==> config.mk <==
export PLATFORM = sky130hd
export DESIGN_NAME = i_cache
export DESIGN_NICKNAME = d
export VERILOG_FILES = /design/src/verilog/icache_pkg.sv /design/src/verilog/i_cache.sv
export VERILOG_INCLUDE_DIRS = /design/src
export SDC_FILE = /design/constraint.sdc
export NUM_CORES = 2
export LEC_CHECK = 0
export ABC_AREA = 1
export ABC_CLOCK_PERIOD_IN_PS = 2500
export BUFFER_PORTS_ARGS = -buffer_cell sky130_fd_sc_hd__buf_2
export CAP_MARGIN = 20
export CORE_UTILIZATION = 42
export DETAILED_ROUTE_END_ITERATION = 8
export PLACE_DENSITY_LB_ADDON = 0.1
export SKIP_LAST_GASP = 1
export SYNTH_ARGS = -nofsm -noshare
export SYNTH_HDL_FRONTEND = slang
export SYNTH_SLANG_ARGS = --single-unit
==> constraint.sdc <==
create_clock -name clk -period 2.5 [get_ports clk]
set_clock_uncertainty 0.1 [all_clocks]
set_input_delay 0.25 -clock clk [delete_from_list [all_inputs] [get_ports clk]]
set_output_delay 0.25 -clock clk [all_outputs]
set_load 0.005 [all_outputs]
==> src/icache_config.svh <==
`ifndef ICACHE_CONFIG_SVH
`define ICACHE_CONFIG_SVH

// fetch address and instruction word
`define ICACHE_ADDR_W   32
`define ICACHE_DATA_W   32

// pc split: tag | index | offset
`define ICACHE_OFFSET_W 2
`define ICACHE_INDEX_W  10
`define ICACHE_TAG_W    (`ICACHE_ADDR_W - `ICACHE_INDEX_W - `ICACHE_OFFSET_W)

// number of sets, one LRU bit each
`define ICACHE_SETS     (1 << `ICACHE_INDEX_W)

// read channel burst length field
`define ICACHE_LEN_W    8

// hit and miss statistics counters
`define ICACHE_COUNT_W  16

`endif
==> src/verilog/icache_pkg.sv <==
`include "icache_config.svh"

package icache_pkg;

    // cache controller states
    typedef enum logic [2:0] {
        IDLE,
        HIT_JUDGE,
        LOAD_MEM,
        REFILL,
        FLUSH
    } cache_state_t;

    // control/status register map
    typedef enum logic [1:0] {
        REG_CTRL,       // bit0 enable, bit1 flush (write one)
        REG_STATUS,     // bit0 flush busy
        REG_HITS,
        REG_MISSES
    } reg_addr_t;

    // tag ram word
    typedef struct packed {
        logic [`ICACHE_TAG_W-1:0] tag;
        logic                     valid;
    } tag_entry_t;

    // read address payload
    typedef struct packed {
        logic [`ICACHE_ADDR_W-1:0] addr;
        logic [`ICACHE_LEN_W-1:0]  len;
    } ar_req_t;

    // read data payload
    typedef struct packed {
        logic [`ICACHE_DATA_W-1:0] data;
        logic                      last;
    } r_beat_t;

endpackage

==> src/verilog/i_cache.sv <==
`timescale 1ns/10ps
`include "icache_config.svh"

module i_cache (
    input  logic                       clk,
    input  logic                       rst,
    // fetch stage
    input  logic                       inst_en,
    input  logic [`ICACHE_ADDR_W-1:0]  pc_next,
    input  logic [`ICACHE_ADDR_W-1:0]  pcF,
    output logic [`ICACHE_DATA_W-1:0]  inst_rdata,
    output logic                       stall,
    output logic                       hit,
    output logic                       inst_valid,
    // memory read channel
    output icache_pkg::ar_req_t        ar,
    output logic                       arvalid,
    input  logic                       arready,
    input  icache_pkg::r_beat_t        r,
    input  logic                       rvalid,
    output logic                       rready,
    // control and statistics
    input  logic                       cache_en,
    input  logic                       flush_req,
    output logic                       flush_busy,
    output logic                       hit_pulse,
    output logic                       miss_pulse,
    // way rams
    output logic                       way0_tag_en,
    output logic                       way1_tag_en,
    output logic                       way0_we,
    output logic                       way1_we,
    output logic [`ICACHE_INDEX_W-1:0] ram_addr,
    output icache_pkg::tag_entry_t     tag_wdata,
    output logic [`ICACHE_DATA_W-1:0]  data_wdata,
    input  icache_pkg::tag_entry_t     way0_tag,
    input  icache_pkg::tag_entry_t     way1_tag,
    input  logic [`ICACHE_DATA_W-1:0]  way0_data,
    input  logic [`ICACHE_DATA_W-1:0]  way1_data
);

    localparam int IDX_LO = `ICACHE_OFFSET_W;
    localparam int IDX_HI = `ICACHE_OFFSET_W + `ICACHE_INDEX_W - 1;

    icache_pkg::cache_state_t state;
    icache_pkg::cache_state_t state_nxt;

    logic [`ICACHE_TAG_W-1:0]   pc_tag;
    logic [`ICACHE_INDEX_W-1:0] pc_index;
    logic [`ICACHE_INDEX_W-1:0] next_index;
    logic [`ICACHE_INDEX_W-1:0] flush_cnt;
    logic [`ICACHE_SETS-1:0]    lru;        // per set, 1 means way1 goes next
    logic [`ICACHE_DATA_W-1:0]  line_q;     // refill word

    logic hit0;
    logic hit1;
    logic way_hit;
    logic lookup;
    logic victim;
    logic fill;
    logic req_pend;     // address not yet accepted
    logic addr_acc;     // address accepted, waiting for data
    logic last_beat;
    logic flush_pend;   // flush asked for outside IDLE

    assign pc_tag     = pcF[`ICACHE_ADDR_W-1:IDX_HI+1];
    assign pc_index   = pcF[IDX_HI:IDX_LO];
    assign next_index = pc_next[IDX_HI:IDX_LO];

    // tag compare against the word read in IDLE
    assign hit0    = way0_tag.valid && (way0_tag.tag == pc_tag);
    assign hit1    = way1_tag.valid && (way1_tag.tag == pc_tag);
    assign way_hit = cache_en && (hit0 || hit1);   // disabled cache never hits
    assign lookup  = (state == icache_pkg::HIT_JUDGE) && inst_en;

    assign victim    = lru[pc_index];
    assign fill      = (state == icache_pkg::REFILL) && cache_en;
    assign last_beat = rvalid && rready && r.last;

    always_comb begin
        state_nxt = state;
        case (state)
            icache_pkg::IDLE: begin
                if (flush_req || flush_pend) begin
                    state_nxt = icache_pkg::FLUSH;
                end else begin
                    state_nxt = icache_pkg::HIT_JUDGE;
                end
            end
            icache_pkg::HIT_JUDGE: begin
                if (lookup && !way_hit) begin
                    state_nxt = icache_pkg::LOAD_MEM;
                end else begin
                    state_nxt = icache_pkg::IDLE;
                end
            end
            icache_pkg::LOAD_MEM: begin
                if (last_beat) begin
                    state_nxt = icache_pkg::REFILL;
                end
            end
            icache_pkg::REFILL: state_nxt = icache_pkg::IDLE;   // one write cycle
            icache_pkg::FLUSH: begin
                if (&flush_cnt) begin
                    state_nxt = icache_pkg::IDLE;
                end
            end
            default: state_nxt = icache_pkg::IDLE;
        endcase
    end

    always_ff @(posedge clk) begin
        if (rst) begin
            state      <= icache_pkg::FLUSH;  // walk the rams after reset
            flush_cnt  <= '0;
            flush_pend <= 1'b0;
            req_pend   <= 1'b0;
            addr_acc   <= 1'b0;
            lru        <= '0;
        end else begin
            state <= state_nxt;

            if (state == icache_pkg::FLUSH) begin
                flush_cnt <= flush_cnt + 1'b1;    // wraps back to 0 at the end
            end

            if (state == icache_pkg::IDLE) begin
                flush_pend <= 1'b0;
            end else if (flush_req && state != icache_pkg::FLUSH) begin
                flush_pend <= 1'b1;
            end

            // one single-beat read per miss
            if (lookup && !way_hit) begin
                req_pend <= 1'b1;
            end else if (arvalid && arready) begin
                req_pend <= 1'b0;
            end

            if (arvalid && arready) begin
                addr_acc <= 1'b1;
            end else if (last_beat) begin
                addr_acc <= 1'b0;
            end

            if (state == icache_pkg::FLUSH) begin
                lru <= '0;
            end else if (hit) begin
                lru[pc_index] <= ~hit1;       // point at the way not used
            end else if (fill) begin
                lru[pc_index] <= ~victim;     // away from the way just written
            end
        end
    end

    always_ff @(posedge clk) begin
        if (rvalid && rready) begin
            line_q <= r.data;
        end
    end

    // ram address and strobes
    always_comb begin
        ram_addr    = pc_index;
        way0_tag_en = 1'b0;
        way1_tag_en = 1'b0;
        way0_we     = 1'b0;
        way1_we     = 1'b0;
        tag_wdata   = '{tag: pc_tag, valid: 1'b1};
        case (state)
            icache_pkg::IDLE: begin
                ram_addr    = next_index;     // lookup read for the next cycle
                way0_tag_en = 1'b1;
                way1_tag_en = 1'b1;
            end
            icache_pkg::FLUSH: begin
                ram_addr    = flush_cnt;
                way0_tag_en = 1'b1;
                way1_tag_en = 1'b1;
                way0_we     = 1'b1;
                way1_we     = 1'b1;
                tag_wdata   = '0;             // invalid entry
            end
            icache_pkg::REFILL: begin
                way0_tag_en = fill && !victim;
                way1_tag_en = fill && victim;
                way0_we     = fill && !victim;
                way1_we     = fill && victim;
            end
            default: ;
        endcase
    end

    assign data_wdata = line_q;

    assign ar      = '{addr: pcF, len: '0};
    assign arvalid = req_pend;
    assign rready  = addr_acc;

    assign hit        = lookup && way_hit;
    assign inst_valid = hit || (state == icache_pkg::REFILL);
    assign inst_rdata = (state == icache_pkg::HIT_JUDGE) ? (hit1 ? way1_data : way0_data)
                                                         : line_q;
    assign stall      = state inside {icache_pkg::LOAD_MEM, icache_pkg::REFILL,
                                      icache_pkg::FLUSH};
    assign flush_busy = (state == icache_pkg::FLUSH);
    assign hit_pulse  = hit;
    assign miss_pulse = lookup && !way_hit;

endmodule

# --- After elaboration in Yosys (flattened, before gate mapping) ---
# Cells that the tools add are included.
word_totals:
  in_bits: 210
  output_inout_bits: 147
  regBits: 1072
classes:
  mux: 25
  bitwise_logic: 2
  n_lt_le_gt_ge: 2
  add_sub_neg: 1
  n_reduce_logical: 29
  eq_ne: 9
ops:
  columns: ["operator", "count"]
  rows:
  - ["bitwise mux 1024 bit", 2]
  - ["two-way mux 1024 bit", 2]
  - ["two-way mux 32 bit", 2]
  - ["equality test 20 bit", 2]
  - ["two-way mux 21 bit", 1]
  - ["case mux 10 bit (2 select lines)", 1]
  - ["logical AND 1 bit", 14]
  - ["case mux 3 bit (4 select lines)", 1]
  - ["less-than comparator 10 x 11 -> 1 bit (second input constant)", 1]
  - ["adder 10 x 1 -> 10 bit (second input constant)", 1]
  - ["binary-select mux 1 bit (select 10 bit)", 1]
  - ["demux 1 bit (select 10 bit)", 1]
  - [">= comparator 10 x 1 -> 1 bit (second input constant)", 1]
  - ["AND reduction 10 bit", 1]
  - ["two-way mux 3 bit", 3]
  - ["case mux 1 bit (2 select lines)", 4]
  - ["equality test 3 x 2 -> 1 bit (second input constant)", 2]
  - ["two-way mux 1 bit", 6]
  - ["nonzero test 2 bit", 3]
  - ["OR reduction 2 bit", 3]
  - ["equality test 3 x 1 -> 1 bit (second input constant)", 1]
  - ["equality test 3 bit (second input constant)", 1]
  - ["logical NOT 3 bit", 1]
  - ["logical OR 1 bit", 3]
  - ["other kinds (8)", 10]

# --- Logic depth before layout (Yosys ltp) ---
depth:
  ltp_word: 8
  depth_mapped: 24
  mapped_depth_nobuf: 18

# --- Worst setup path before layout ---
# OpenSTA, ideal clock, no wires.
synth_timing:
  path_type: "in2reg"
  start: "input pcF[2]"
  end: "register lru[135]"
  t_arrival_ns: 2.406
  path_stages: 22
  slack_ns: -0.115
  path_buffers: 6
  setup_ns: 0.109
  path_cell_list: "buf_4 > buf_6 > nor2_1 > buf_2 > buf_2 > nand2_1 > nand4_1 > nand2_1 > nand2_1 > nor2_1 > nand2_1 > nand2_1 > nand2_1 > o21bai_1 > nand2_1 > nor2_1 > nand3_2 > buf_2 > clkbuf_1 > nand3_1 > nand2_1 > inv_1"
synth_between:
  elab_chain_len: 7
  word_cells_on_any_way: 12
  classes_between: "2 x order compare; 8 x mux; 1 x bitwise; 1 x reduce/logical"
synth_rtl:
  columns: ["item", "line", "rtl"]
  rows:
  - ["start: declaration", "i_cache.sv:10", "input logic [`ICACHE_ADDR_W-1:0] pcF,"]
  - ["branches (longest 6 deep; another with bitwise mux 1024 bit)", null, null]
  - ["two-way mux 1024 bit (*)", "i_cache.sv:148", "end else if (hit) begin"]
  - ["end signal: indexed assignment", "i_cache.sv:149", "lru[pc_index] <= ~hit1;"]
  - ["end signal: indexed assignment", "i_cache.sv:151", "lru[pc_index] <= ~victim;"]
  - ["end: declaration", "i_cache.sv:52", "logic [`ICACHE_SETS-1:0] lru;"]
# Mark *: on every way between the ends. The select of a mux whose other input is x is not followed.
# A chain may end at the register's enable or synchronous reset.

# --- Final worst setup path ---
layout_timing:
  start: "register lru[543]"
  end: "output way1_we"
layout_between:
  elab_chain_len: 4
layout_rtl:
  columns: ["item", "line", "rtl"]
  rows:
  - ["binary-select mux 1 bit (select 10 bit)", "i_cache.sv:76", "assign victim = lru[pc_index];"]
  - ["two-way mux 1 bit (not written as such)", "i_cache.sv:76", null]
  - ["logical AND 1 bit", "i_cache.sv:188", "way1_we = fill && victim;"]
  - ["case mux 1 bit (2 select lines)", "i_cache.sv:170", "case (state)"]
  - ["end: declaration", "i_cache.sv:32", "output logic way1_we,"]
# Every way passes these cells. The select of a mux whose other input is x is not followed.

==> key figures <==
Global route
  – Largest net degree at the start of global routing: 109
  – Total GRT Usage: 34.6%
  – First-pass GRT wire length: 417000 um
  – Total gr overflow: 0
  – Vias in the first global route: 68.3k
  – Initial antenna violation count: 7

Timing
  – Fin. Hold Viols: 0
  – RSZ-0062 raised after global routing: true
  – Slew @ Worst Pin: 0.680 ns
  – Final Hold Slack: 0.0965 ns
  – Min setup slack post-route: -0.866 ns
  – Rel. slew slack: 54.6%
  – Final setup violation count: 1073
  – Fin crit share: 135%
  – Tmin final: 3.37 ns
  – Slew Viols, Final: 0
  – F_max: 297 MHz
  – Final setup TNS: -453.95 ns

Clock network
  – CTS Buf Count: 135
  – Max Root-Sink Buffers: 3
  – CTS tree: yes
  – Reg clk slew, reported paths: 0.06 ns
  – Clock root buffer: clkbuf_16
  – Clk Latency, worst-skew pair: 0.78 ns
  – # clock sinks: 1072
  – CTS H-tree lvls: 4

Final layout
  – P&R area growth vs syn: 33.6%
  – Share of cells above drive strength 1: 20.4%
  – NumNets Final: 12.0k
  – Most frequent cells in the layout: nand2_1, nor2_1, inv_1, dfxtp_1, nand3_1
  – Most common cell after layout, fill and taps aside: nand2_1
  – Fillers: 14.8k

Logic synthesis
  – Synthesis warning total: 0
  – Mapped Area: 64600 um^2
  – FF+latch count, synth: 1072
  – Mapped Cells: 10.8k
  – Register area share after synthesis: 33.7%
  – Synthesized area per cell: 5.95 um^2
  – Distinct cells, synth: 43

Hold path
  – Type of the worst min-delay path: input pin to register

Die
  – Rows: 143
  – Die Y: 394 um
  – Initial Util: 42.4%
  – CORE AREA: 152000 um^2
  – Die area: 155000 um^2
  – Die W: 394 um
  – Ports: 357

Place
  – Gpl congestion: 0.931
  – Post-place setup slack: -1.42 ns
  – DP Wirelength: 173000 um
  – Number of port buffers: 322

Power and ir drop
  – IR drop worst, VDD: 0.685 mV
  – Pwr dens: 452 nW/um^2
  – P_leak: 41.0 nW
  – Tot Pwr: 0.0390 W

Route
  – Routed vias/inst: 5.26
  – Routed WL: 280000 um
  – Via count: 73.0k
  – Antenna-violating nets left: 0
  – Mean routed wirelength per cell: 20.2 um
  – DRT iter0 DRCs: 7553
  – DRC: 0
  – 1st-pass router iterations: 7

Critical path
  – Setup crit end kind: primary output
  – CP max stage delay: 0.32 ns
  – Delay-heaviest family, CP: simple AND/OR/NAND/NOR gates
  – Max Fanout on Critical Path: 2
  – Critical Path AT: 3.02 ns
  – Critical Path RT: 2.15 ns
  – Worst-path cell with the longest stage delay: dfxtp_2
  – CP bufs+invs: 3
  – Worst path most repeated cell: nand2_1
  – Setup CP Type: register to primary output
  – Critical-path cell list: inv_2, nor2_2, a21oi_1, nand2_1, nand2_1, nand2_1, nor2_1, nand2_1, nand2_2, nand2_4, o21bai_4, nand2_2, nor2_4, and2_4, buf_6, o21ai_2, buf_2
  – CP Launch Type: register

Outcome
  – Status: finished, violations left
  – Violated checks: negative setup slack

Job
  – Max-cap violation count: 0
synthesized netlist by cell type (all sizes together):
library cell | n | area (um^2)
inv | 1807 | 6780
o211ai | 6 | 45.0
conb | 1 | 3.75
o311ai | 1 | 8.76
nand2 | 2905 | 10900
a2bb2oi | 32 | 280
and2 | 1 | 6.26
o22ai | 5 | 31.3
a211oi | 4 | 30.0
or2 | 3 | 18.8
o21ai | 308 | 1540
nand3 | 1081 | 5420
buf | 376 | 2080
nand4 | 190 | 1190
nor2 | 1825 | 6850
o21ba | 347 | 3470
xnor2 | 6 | 52.6
a21boi | 32 | 240
edfxtp | 32 | 961
clkinv | 5 | 18.8
o21bai | 3 | 22.5
ha | 1 | 12.5
clkbuf | 418 | 1570
and3 | 1 | 6.26
a221o | 1 | 10.0
o31ai | 1 | 7.51
o21a | 1 | 7.51
nor4 | 1 | 6.26
a22oi | 1 | 7.51
o221ai | 6 | 52.6
xor2 | 9 | 78.8
dfxtp | 1040 | 20800
a21oi | 376 | 1880
nor3 | 19 | 141
power by group:
part	internal, W	leakage, nW	switching, W	total, W
clock	0.0116	2.18	0.00825	0.0199
combinational	0.000663	30.1	0.00129	0.00195
sequential	0.0172	8.66	0.00000421	0.0172
total	0.0295	41.0	0.00954	0.0390
worst paths after layout:
kind | endpoint | cells past startpoint | start | slack, ns
max | way1_we | 17 | lru[543]$_SDFFE_PP0P_ | -0.87
min | data_wdata[8]$_DFFE_PP_ | 2 | r[9] | 0.1
max reg2reg | lru[296]$_SDFFE_PP0P_ | 23 | lru[543]$_SDFFE_PP0P_ | -0.63
min reg2reg | flush_cnt[9]$_SDFFE_PP0P_ | 2 | flush_cnt[8]$_SDFFE_PP0P_ | 0.41
through the flow:
step	area (um^2)	cells	util (%)
2_1_floorplan	64900	10900	-
3_3_place_gp	75600	13400	49.7
3_5_place_dp	75600	13400	49.7
4_1_cts	85300	13800	56.0
5_1_grt	86300	13900	56.6
6_report	86300	13900	56.7
cells by family after synthesis:
| logic type | after synthesis | share of synthesized area (%) |
|---|---|---|
| xor gates and xnor gates | 15 | 0.203 |
| AOI/OAI and AO/OA | 1124 | 11.8 |
| DFF | 1072 | 33.7 |
| buffers and inverters | 2606 | 16.2 |
| adders and majority gates | 1 | 0.0194 |
| and+or+nand+nor | 6026 | 38.0 |
| other | 1 | 0.00581 |
layout make-up:
type | count | area, um^2 | area share [%]
antenna | 6 | 15.0 | 0.0174
sequential | 1072 | 21800 | 25.3
tap | 2030 | 2540 | 2.94
multi-input combinational | 7174 | 33900 | 39.3
clock buffer | 209 | 4200 | 4.87
timing repair buffer | 1557 | 16800 | 19.4
inverter | 1812 | 6820 | 7.90
clock inverter | 26 | 220 | 0.255
sequential cells by signal, summed over array words and instances (netlist names):
| name | cells |
|---|---|
| state | 3 |
| lru | 1024 |
| flush_pend | 1 |
| rready | 1 |
| flush_cnt | 10 |
| arvalid | 1 |
| data_wdata | 32 |
routing by layer:
layer / vias to the layer above / GRT usage [%] / part of all wire [%]
li1: 34900 / - / -
met1: 34400 / 46.5 / 42
met2: 3090 / 55.2 / 44
met3: 651 / 4.66 / 8.3
met4: 0 / 15.5 / 4.8
met5: - / 0 / 0
timing repair:
| action | 4_1_cts | 5_1_grt |
|---|---|---|
| endpoints found under the hold margin | 78 | 0 |
| hold buffers | 41 | 0 |
| resized for setup | 385 | 73 |
| gates cloned | 87 | 22 |
| pin swaps | 50 | 21 |
| endpoints found under the setup margin | 1073 | 1094 |
| setup buffers | 46 | 25 |
(Power assumes the default switching activity.)
