`src/icache_config.svh`:
```
`ifndef ICACHE_CONFIG_SVH
`define ICACHE_CONFIG_SVH

// fetch address and instruction word
`define ICACHE_ADDR_W   32
`define ICACHE_DATA_W   32

// pc split: tag | index | offset
`define ICACHE_OFFSET_W 2
`define ICACHE_INDEX_W  10
`define ICACHE_TAG_W    (`ICACHE_ADDR_W - `ICACHE_INDEX_W - `ICACHE_OFFSET_W)

// number of sets, one LRU bit each
`define ICACHE_SETS     (1 << `ICACHE_INDEX_W)

// read channel burst length field
`define ICACHE_LEN_W    8

// hit and miss statistics counters
`define ICACHE_COUNT_W  16

`endif
```
`src/verilog/icache_pkg.sv`:
```
`include "icache_config.svh"

package icache_pkg;

    // cache controller states
    typedef enum logic [2:0] {
        IDLE,
        HIT_JUDGE,
        LOAD_MEM,
        REFILL,
        FLUSH
    } cache_state_t;

    // control/status register map
    typedef enum logic [1:0] {
        REG_CTRL,       // bit0 enable, bit1 flush (write one)
        REG_STATUS,     // bit0 flush busy
        REG_HITS,
        REG_MISSES
    } reg_addr_t;

    // tag ram word
    typedef struct packed {
        logic [`ICACHE_TAG_W-1:0] tag;
        logic                     valid;
    } tag_entry_t;

    // read address payload
    typedef struct packed {
        logic [`ICACHE_ADDR_W-1:0] addr;
        logic [`ICACHE_LEN_W-1:0]  len;
    } ar_req_t;

    // read data payload
    typedef struct packed {
        logic [`ICACHE_DATA_W-1:0] data;
        logic                      last;
    } r_beat_t;

endpackage

```
`src/verilog/icache_ctrl_regs.sv`:
```
`timescale 1ns/10ps
`include "icache_config.svh"

module icache_ctrl_regs (
    input  logic                      clk,
    input  logic                      rst,
    // host register port
    input  logic                      reg_wr,
    input  logic                      reg_rd,
    input  icache_pkg::reg_addr_t     reg_addr,
    input  logic [`ICACHE_DATA_W-1:0] reg_wdata,
    output logic [`ICACHE_DATA_W-1:0] reg_rdata,
    // cache side
    output logic                      cache_en,
    output logic                      flush_req,
    input  logic                      flush_busy,
    input  logic                      hit_pulse,
    input  logic                      miss_pulse
);

    localparam int PAD_W = `ICACHE_DATA_W - `ICACHE_COUNT_W;

    logic [`ICACHE_COUNT_W-1:0] hits;
    logic [`ICACHE_COUNT_W-1:0] misses;

    logic wr_ctrl;
    logic wr_hits;
    logic wr_misses;

    assign wr_ctrl   = reg_wr && (reg_addr == icache_pkg::REG_CTRL);
    assign wr_hits   = reg_wr && (reg_addr == icache_pkg::REG_HITS);
    assign wr_misses = reg_wr && (reg_addr == icache_pkg::REG_MISSES);

    always_ff @(posedge clk) begin
        if (rst) begin
            cache_en  <= 1'b0;
            flush_req <= 1'b0;
        end else begin
            flush_req <= wr_ctrl && reg_wdata[1];   // self clearing
            if (wr_ctrl) begin
                cache_en <= reg_wdata[0];
            end
        end
    end

    // saturating counters, a write clears
    always_ff @(posedge clk) begin
        if (rst) begin
            hits   <= '0;
            misses <= '0;
        end else begin
            if (wr_hits) begin
                hits <= '0;
            end else if (hit_pulse && !(&hits)) begin
                hits <= hits + 1'b1;
            end

            if (wr_misses) begin
                misses <= '0;
            end else if (miss_pulse && !(&misses)) begin
                misses <= misses + 1'b1;
            end
        end
    end

    // read data one cycle after reg_rd
    always_ff @(posedge clk) begin
        if (reg_rd) begin
            case (reg_addr)
                icache_pkg::REG_CTRL:   reg_rdata <= {{(`ICACHE_DATA_W-1){1'b0}}, cache_en};
                icache_pkg::REG_STATUS: reg_rdata <= {{(`ICACHE_DATA_W-1){1'b0}}, flush_busy};
                icache_pkg::REG_HITS:   reg_rdata <= {{PAD_W{1'b0}}, hits};
                icache_pkg::REG_MISSES: reg_rdata <= {{PAD_W{1'b0}}, misses};
                default:                reg_rdata <= '0;
            endcase
        end
    end

endmodule

```
`config.mk`:
```
export PLATFORM = sky130hd
export DESIGN_NAME = icache_ctrl_regs
export DESIGN_NICKNAME = d
export VERILOG_FILES = /design/src/verilog/icache_pkg.sv /design/src/verilog/icache_ctrl_regs.sv
export VERILOG_INCLUDE_DIRS = /design/src
export SDC_FILE = /design/constraint.sdc
export NUM_CORES = 1
export LEC_CHECK = 0
export ABC_AREA = 1
export BUFFER_PORTS_ARGS = -buffer_cell sky130_fd_sc_hd__buf_4
export CORE_MARGIN = 2
export CORE_UTILIZATION = 40
export CTS_CLUSTER_SIZE = 28
export DETAILED_ROUTE_END_ITERATION = 16
export HOLD_SLACK_MARGIN = 0.06
export PLACE_DENSITY = 0.66
export SYNTH_ARGS = -nofsm -noshare
export SYNTH_HDL_FRONTEND = slang
export SYNTH_SLANG_ARGS = --single-unit
```
`constraint.sdc`:
```
create_clock -name clk -period 1.65 [get_ports clk]
set_input_delay 0.4125 -clock clk [delete_from_list [all_inputs] [get_ports clk]]
set_output_delay 0.4125 -clock clk [all_outputs]
set_load 0.05 [all_outputs]
```
# Word-level counts from Yosys, hierarchy flattened
# Index checks and enable logic that the tools add are counted.
dict set report totals {
  wordCells 24
  register_bits 66
  output_inout_bits 34
}
dict set report op_classes {
  muxes 1
  n_eq_ne 3
  reduce_logical 13
  addsub 2
}
# cell count
set ops {}
lappend ops {{32-bit case mux with 4 select lines} 1}
lappend ops {{16-bit by 1-bit adder with 16-bit output (second input constant)} 2}
lappend ops {{16-bit AND reduction} 2}
lappend ops {{1-bit logical AND} 6}
lappend ops {{2-bit == test (second input constant)} 2}
lappend ops {{2-bit OR reduction} 2}
lappend ops {{2-bit by 1-bit == test with 1-bit output (second input constant)} 1}
lappend ops {{1-bit zero test} 2}
lappend ops {{2-bit zero test} 1}

# Logic depth before layout (Yosys ltp)
# Gate-level depths: netlist of run 1.
dict set report depth {
  word_depth 3
  ltp_mapped 10
  depth_no_buf 10
}

# Worst setup path after synthesis of run 1
# No wires, ideal clock.
dict set report synth_timing {
  path_kind {register to register}
  from {register misses[1]}
  to {register misses[14]}
  t_arrival_ns 1.241
  slack_ns 0.294
  period_less_slack_ns 1.356
  stages_incl_launch_ff 8
  path_cell_list {dfxtp_1 > ha_1 > nand2_1 > nor2_2 > nand4_2 > buf_6 > a21oi_1 > nor2_1}
}
dict set report synth_between {
  elab_chain_len 3
  elab_cells_between_ends 4
  classes_between {add/sub (1); reduce/logical (3)}
}
# element line_no
set synth_rtl {}
lappend synth_rtl {{start: declaration} icache_ctrl_regs.sv:24} ;# logic [`ICACHE_COUNT_W-1:0] misses;
lappend synth_rtl {{start signal: assignment} icache_ctrl_regs.sv:61} ;# misses <= misses + 1'b1;
lappend synth_rtl {{branches (longest 3 deep; another with 16-bit by 1-bit adder with 16-bit output)} n/a}
# Several ways; the timed one is not identified.
# A chain may end at the register's enable or synchronous reset.

# Worst setup path in the final report of run 1
dict set report layout_timing {
  from {register misses[0]}
  to {register misses[14]}
}
# Same word-level chain as after synthesis.

==> flow_summary.ini, run 1 <==
[drt]
via_per_inst = 4.73
vias = 2423
wl_per_cell_um = 12.2
wirelength_um = 6250
drtAntennaViolNets = 0
initialDrtViolationCount = 171
drc = 0
drt_first_pass_iters = 4

[die]
die_h_um = 88.1
die_x_um = 88.1
rows = 30
ios = 75
coreArea_um2 = 6830
initial_core_util_pct = 41.4
die_area_um2 = 7750

[clock_tree]
cts_tree = built
htree_levels = 2
clock_path_buffers = 2
clock-sinks = 50
ctsHoldBuffers = 0
cts.clk_slew.worst_paths_ns = 0.09
cts_buffers = 5
worstSkewPairLatency_ns = 0.30
cts_root_buf = clkbuf_8

[yosys]
ys_seq_area_share_pct = 41.1
avgSynthCellArea_um2 = 7.46
yosysWarningCount = 0
synth_area_um2 = 2830
synth_cells = 379
synth_cell_types = 33
synth_seq_cells = 50

[global_routing]
grt_max_degree = 17
grt_pass1_vias = 2246
overflow = 0
antenna_found_initial = 0
grt_pass1_wl_um = 10700
gr-usage-all-layers_pct = 17.7

[critical_path]
crit_path_end = misses[14]
crit_type = register to register
cp-startpoint = misses[0]
crit_required_ns = 1.85
timing.rr.start = misses[0]
r2r_slack_ns = 0.14
crit_fanout = 4
cp-end-kind = register
r2r-end = misses[14]
arrival_ns = 1.71
reg2reg_depth = 8
cp-start-kind = register

[layout]
num_antenna_cells = 0
layout.nets = 458
final_cells = 512
register_area_um2 = 1160
multi_input_area_um2 = 1450
fin_area_um2 = 3210
syn_to_final_growth_pct = 13.5
utilization_pct = 47.0
fill_cells = 692
drive_gt1_share_pct = 17.5

[placement]
place_ws_ns = 0.0699
placedCellCount = 504
dpl-instance-area_um2 = 3100
io_buffer_count = 28
gp_congestion = 0.911
dp_hpwl_um = 4770

[hold_path]
min_from = rst
hold_class = primary input to register

[power]
seq_power_share_pct = 56.6
finalPower_mw = 2.30
internal_power_mw = 1.65
vdd_drop_max_v = 0.000341
power_density_nw_per_um2 = 718
leakagePower_nw = 1.30
comb_power_share_pct = 13.8
p_switching_mw = 0.650
swShare_pct = 28.2
pwr-share-clk_pct = 29.6

[timing]
min_period_over_period_pct = 91.4
fin_skew_ns = 0.00393
clock.fmax_ghz = 0.663
drv_slew = 0
max_slew_margin_pct = 66.2
tightest_slew_ns = 0.507
setup_viol = 0
hold_viol_final = 0
grt_setup_unrepaired = no
worst_slack_ns = 0.142
period_needed_ns = 1.51
fin_hold_ws_ns = 0.262
setup_tns_ns = 0

[job]
drv_cap = 0

[status]
outcome = complete, no violations
-- cells by family after synthesis --
| kind of cell | count (synthesis) | synth area share [%] |
|---|---|---|
| compound gates | 46 | 9.83 |
| xor+xnor | 1 | 0.310 |
| fa+ha+maj | 2 | 0.885 |
| buf+inv | 55 | 10.5 |
| flops | 50 | 41.1 |
| other cells | 1 | 0.133 |
| simple gates | 224 | 37.2 |
-- critical path, cell delays in order (launching register included) --
cell,delay (ns)
dfxtp_1,0.39
ha_2,0.21
nand3_1,0.12
nor2_1,0.23
nand2_1,0.08
nor2_1,0.20
nand3_2,0.08
nand2_1,0.06
nor2_1,0.04
-- routing by layer --
metal  global-route usage (%)  up-vias  part of all wire, %
li1                         -     1271                    -
met1                     24.6     1080                   48
met2                     28.1       65                   46
met3                     3.30        7                  4.7
met4                     5.79        0                  1.5
met5                        0        -                    0
-- layout by cell type (no fill, tap or decap), types with 9 or more instances in the layout --
cell type / n
a21oi_1: 23
buf_4: 36
conb_1: 16
dfxtp_1: 34
edfxtp_1: 16
inv_1: 31
nand2_1: 95
nand3_1: 24
nor2_1: 70
nor2_4: 9
o21ai_0: 10
-- how the worst min path moves through the flow --
stage               slack, ns        to  depth (start not counted)
floorplan                0.48  cache_en                          1
global placement         0.47  cache_en                          2
detailed placement       0.47  cache_en                          2
CTS                      0.25  cache_en                          2
global route             0.24  cache_en                          2
finish                   0.26  cache_en                          2
-- timing repair --
| action | in CTS | in global routing |
|---|---|---|
| setup buffers | 0 | 0 |
| resized for setup | 0 | 5 |
| setup endpoints to repair | 0 | 9 |
-- Yosys cell counts, drive strengths merged --
master	number	area [µm²]
nor2	82	378
o22ai	2	12.5
xor2	1	8.76
nand2	102	410
ha	2	25.0
a21oi	23	115
nor3	3	15.0
inv	32	120
conb	1	3.75
nand4	7	71.3
clkbuf	1	3.75
edfxtp	16	480
nand3	29	170
dfxtp	34	681
clkinv	1	3.75
nand3b	1	7.51
buf	21	170
o21ai	13	80.1
o2111ai	1	8.76
a22o	7	61.3
-- flip-flops by register name, summed over array words and instances (netlist names) --
name	cells
cache_en	1
misses	16
reg_rdata	16
flush_req	1
hits	16
-- power by group through the flow --
stage	Sequential (mW)	Combinational (mW)	Clock, mW
2_1_floorplan	1.40	0.186	0
3_3_place_gp	1.33	0.315	0
3_5_place_dp	1.33	0.319	0
4_1_cts	1.31	0.319	0.707
5_1_grt	1.31	0.341	0.765
6_report	1.30	0.318	0.681
-- layout make-up --
cell class	instances	share of cell area (%)
clock buffer	5	2.14
timing repair buffer	36	8.42
tap	96	3.74
multi-input combinational	289	45.3
sequential	50	36.2
clock inverter	3	0.351
inverter	33	3.86
Power figures use the tool's default switching activity.
==> run 2: changes to the inputs <==
- CORE_UTILIZATION: 40 -> 30
- PLACE_DENSITY: 0.66 -> 0.53
==> run 2 against run 1 <==
Compared with the run above:
- register-to-register slack hardly changed
- setup slack improved by 0.0025 ns
- highest routed layer unchanged
- clock-buffer cell count unchanged
- sequential share of layout area fell by 1.3 points
==> flow_summary.ini, run 2 (synthesis results as in run 1) <==
[layout]
num_antenna_cells = 0
final_cell_mix = nand2_1 (95), nor2_1 (69), buf_4 (48)
layout.nets = 470
final_cells = 539
drive_gt1_share_pct = 20.3
register_area_um2 = 1160
multi_input_area_um2 = 1440
fill_cells = 992
syn_to_final_growth_pct = 17.8
top_regs = hits x16, misses x16, reg_rdata x16
final_common_cell = nand2_1

[power]
swShare_pct = 27.4
pwr-share-clk_pct = 35.0
comb_power_share_pct = 13.1
seq_power_share_pct = 52.0
p_switching_mw = 0.688
internal_power_mw = 1.82
power_density_nw_per_um2 = 755
leakagePower_nw = 1.37
vdd_drop_max_v = 0.000324

[placement]
gp_congestion = 0.958
placedCellCount = 531
io_buffer_count = 28
dp_hpwl_um = 5300

[global_routing]
gr-usage-all-layers_pct = 14.1
grt_pass1_vias = 2283
antenna_found_initial = 0
grt_pass1_wl_um = 11200
grt_max_degree = 17
overflow = 0

[critical_path]
cp-start-kind = register
timing.rr.start = hits[1]
crit_fanout = 14
arrival_ns = 1.71
reg2reg_depth = 6
r2r_slack_ns = 0.14
crit_required_ns = 1.86
crit_type = register to register
cp-end-kind = register
r2r-end = hits[15]

[hold_path]
min_from = rst
holdPathEnd = cache_en
hold_class = primary input to register
hold_depth = 2

[die]
initial_core_util_pct = 30.7
die_h_um = 101
die_x_um = 101
coreArea_um2 = 9200
rows = 35
ios = 75
die_area_um2 = 10200

[clock_tree]
clock_path_buffers = 2
clock-sinks = 50
cts_tree = built
worstSkewPairLatency_ns = 0.31
htree_levels = 2
ctsHoldBuffers = 0
cts_root_buf = clkbuf_8
cts.clk_slew.worst_paths_ns = 0.10
cts_buffers = 5

[drt]
via_per_inst = 4.69
drt_first_pass_iters = 4
wl_per_cell_um = 12.8
vias = 2528
initialDrtViolationCount = 94
drtAntennaViolNets = 0
wirelength_um = 6880
drc = 0

[status]
outcome = complete, no violations

[timing]
period_needed_ns = 1.51
clock.fmax_ghz = 0.664
grt_setup_unrepaired = no
setup_viol = 0
fin_skew_ns = 0.00507
min_period_over_period_pct = 91.3
drv_slew = 0
setup_tns_ns = 0
hold_viol_final = 0

[job]
drv_cap = 0
==> run 2: critical path: stages, from the launching register on <==
cell and delay, ns:
dfxtp_1 0.40, ha_1 0.19, inv_1 0.07, nor2_4 0.21, nand4_4 0.26, a21oi_1 0.22, nor2_1 0.06
==> run 2: power by group through the flow <==
| stage | logic [mW] | clock network (mW) | registers (mW) |
|---|---|---|---|
| floorplan | 0.186 | 0 | 1.40 |
| global placement | 0.328 | 0 | 1.33 |
| detailed placement | 0.331 | 0 | 1.33 |
| CTS | 0.331 | 0.902 | 1.31 |
| global route | 0.354 | 0.950 | 1.31 |
| finish | 0.328 | 0.878 | 1.31 |
==> run 2: layer usage <==
metal  global-route usage (%)  up-vias  share of wire, %
met1                     20.0     1155                49
met2                     22.3       68                45
met5                        0        -                 0
li1                         -     1299                 -
met3                     2.43        6               4.7
met4                     3.43        0               1.1
==> run 2: layout make-up <==
class                           instances  share of cell area [%]
Clock inverter                          3                    1.20
Sequential cell                        50                    34.9
Inverter                               33                    3.72
Clock buffer                            5                    2.07
Timing Repair Buffer                   48                    10.8
Tap cell                              111                    4.17
Multi-Input combinational cell        289                    43.1
==> run 2: per-stage QoR <==
step | setup slack [ns] | total power, mW | hold WS, ns | area, µm² | utilization [%]
6_report | 0.144 | 2.51 | 0.255 | 3330 | 36.2
5_1_grt | 0.00649 | 2.61 | 0.251 | 3330 | 36.2
4_1_cts | 0.0581 | 2.54 | 0.245 | 3320 | 36.1
3_5_place_dp | 0.0551 | 1.66 | 0.483 | 3210 | 34.9
3_3_place_gp | 0.0863 | 1.66 | 0.471 | 3210 | 34.9
2_1_floorplan | 0.294 | 1.59 | 0.482 | 2880 | -
==> run 2: how the worst max path moves through the flow <==
| stage | start | endpoint | cells after the start |
|---|---|---|---|
| 2_1_floorplan | misses[1] | misses[14] | 7 |
| 3_3_place_gp | reg_addr[0] | hits[12] | 8 |
| 3_5_place_dp | reg_addr[0] | hits[12] | 8 |
| 4_1_cts | hits[1] | hits[8] | 8 |
| 5_1_grt | hits[1] | hits[15] | 6 |
| 6_report | hits[1] | hits[15] | 6 |
==> run 2: timing repair <==
action	4_1_cts	5_1_grt
setup endpoints to repair	0	7
gates resized for setup	0	2
buffers inserted	0	0
==> run 3: changes to the inputs <==
- BUFFER_PORTS_ARGS: -buffer_cell sky130_fd_sc_hd__buf_4 -> -buffer_cell sky130_fd_sc_hd__buf_2
- HOLD_SLACK_MARGIN: 0.06 -> 0.12
- SLEW_MARGIN: default -> 20
==> run 3 against run 2 <==
Compared with the run above:
- cell count did not move
- critical path type unchanged
- register-to-register slack improved by 0.02 ns
- largest power group unchanged
- routed wire length decreased by 0.39%
- first-iteration DRC count rose by 34%
- die area did not move
- flip-flop and latch count stayed put
- design area decreased by 2.2%
- clock skew up 0.0020 ns
- global-route usage fell by 0.052 points
- clock-buffer cell count grew 2
==> flow_summary.ini, run 3 (synthesis results as in run 1) <==
[timing]
grt_setup_unrepaired = yes
setup_viol = 0
setup_tns_ns = 0
period_needed_ns = 1.49
fin_hold_ws_ns = 0.271
fin_skew_ns = 0.00704
hold_viol_final = 0
clock.fmax_ghz = 0.671
drv_slew = 0
min_period_over_period_pct = 90.3

[critical_path]
crit_chain = ha_1, inv_1, nor2_4, nand4_4, a21oi_1, nor2_1
max_stage_delay_ns = 0.39
crit_fanout = 14
cp_slowest_cell = dfxtp_1
crit_required_ns = 1.85
arrival_ns = 1.69
timing.rr.start = hits[1]
crit_type = register to register
cp-end-kind = register
cp-start-kind = register
cp-startpoint = hits[1]

[drt]
wirelength_um = 6850
via_per_inst = 4.60
drtAntennaViolNets = 0
wl_per_cell_um = 12.7
drt_first_pass_iters = 4
initialDrtViolationCount = 126
vias = 2481
drc = 0

[global_routing]
antenna_found_initial = 0
grt_max_degree = 17
gr-usage-all-layers_pct = 14.0
overflow = 0
grt_pass1_vias = 2250
grt_pass1_wl_um = 11200

[power]
internal_power_mw = 1.81
comb_power_share_pct = 12.5
p_switching_mw = 0.668
leakagePower_nw = 1.35
power_density_nw_per_um2 = 762
vdd_drop_max_v = 0.000281
swShare_pct = 26.9
seq_power_share_pct = 52.6
pwr-share-clk_pct = 34.9

[die]
coreArea_um2 = 9200
die_area_um2 = 10200
initial_core_util_pct = 30.7
die_x_um = 101
rows = 35
ios = 75
die_h_um = 101

[clock_tree]
cts.clk_slew.worst_paths_ns = 0.09
htree_levels = 2
clock_path_buffers = 2
cts_setup_buffers = 0
clock-sinks = 50
cts_buffers = 5
cts_tree = built
worstSkewPairLatency_ns = 0.30
cts_root_buf = clkbuf_8

[layout]
fill_cells = 1009
layout.nets = 470
register_area_um2 = 1160
num_antenna_cells = 0
final_common_cell = nand2_1
drive_gt1_share_pct = 19.9
fin_area_um2 = 3260
multi_input_area_um2 = 1440
top_regs = hits x16, misses x16, reg_rdata x16
utilization_pct = 35.4
final_cell_mix = nand2_1 (95), nor2_1 (69), dfxtp_1 (34)
final_cells = 539
syn_to_final_growth_pct = 15.2

[placement]
dp_hpwl_um = 5330
gp_congestion = 0.890
placedCellCount = 531
dpl-instance-area_um2 = 3140
io_buffer_count = 28

[job]
drv_cap = 0

[status]
outcome = complete, no violations

[hold_path]
hold_class = primary input to register
min_from = rst
==> run 3: changes by cell type in the layout (fill, tap and decap cells not counted), sizes merged <==
cell | previous run | this run
clkbuf | 5 | 7
clkinv | 3 | 1
==> run 3: final cells by class <==
type | instances | area share (%)
inverter | 33 | 3.80
clock buffer | 7 | 2.34
timing repair buffer | 48 | 8.92
clock inverter | 1 | 0.922
tap | 111 | 4.27
sequential | 50 | 35.7
multi-input combinational | 289 | 44.1
==> run 3: per-layer routing <==
metal	global-route usage (%)	wire length, µm
met1	20.1	3390
met4	4.26	105
met3	2.70	331
met5	0	0
met2	21.4	3030
==> run 3: worst max-delay path: cells and delay by family (launching register included) <==
kind            cells  cell delay [ns]
flops               1             0.39
simple gates        3             0.53
fa+ha+maj           1             0.19
buf+inv             1             0.07
compound gates      1             0.21
==> run 3: through the flow <==
step                total power [mW]  setup slack [ns]
floorplan                       1.59             0.294
global placement                1.64             0.113
detailed placement              1.65            0.0765
CTS                             2.52            0.0631
global route                    2.58           -0.0190
finish                          2.48             0.160
==> run 3: repair_timing <==
item | 4_1_cts | 5_1_grt
endpoints found under the hold margin | 0 | 0
gates resized for setup | 0 | 2
setup endpoints to repair | 0 | 9
hold buffers | 0 | 0
==> run 3: worst paths after layout <==
path                                  to  slack, ns  cells after the start
worst min-delay path            cache_en       0.27                      2
worst min register to register  cache_en       0.48                      2
worst max register to register  hits[14]       0.16                      6
worst max-delay path            hits[14]       0.16                      6
==> run 3: power by group through the flow <==
stage / clock network, mW / logic (mW) / registers [mW]
4_1_cts: 0.902 / 0.314 / 1.31
2_1_floorplan: 0 / 0.186 / 1.40
5_1_grt: 0.938 / 0.335 / 1.31
3_3_place_gp: 0 / 0.310 / 1.33
6_report: 0.866 / 0.311 / 1.30
3_5_place_dp: 0 / 0.313 / 1.33
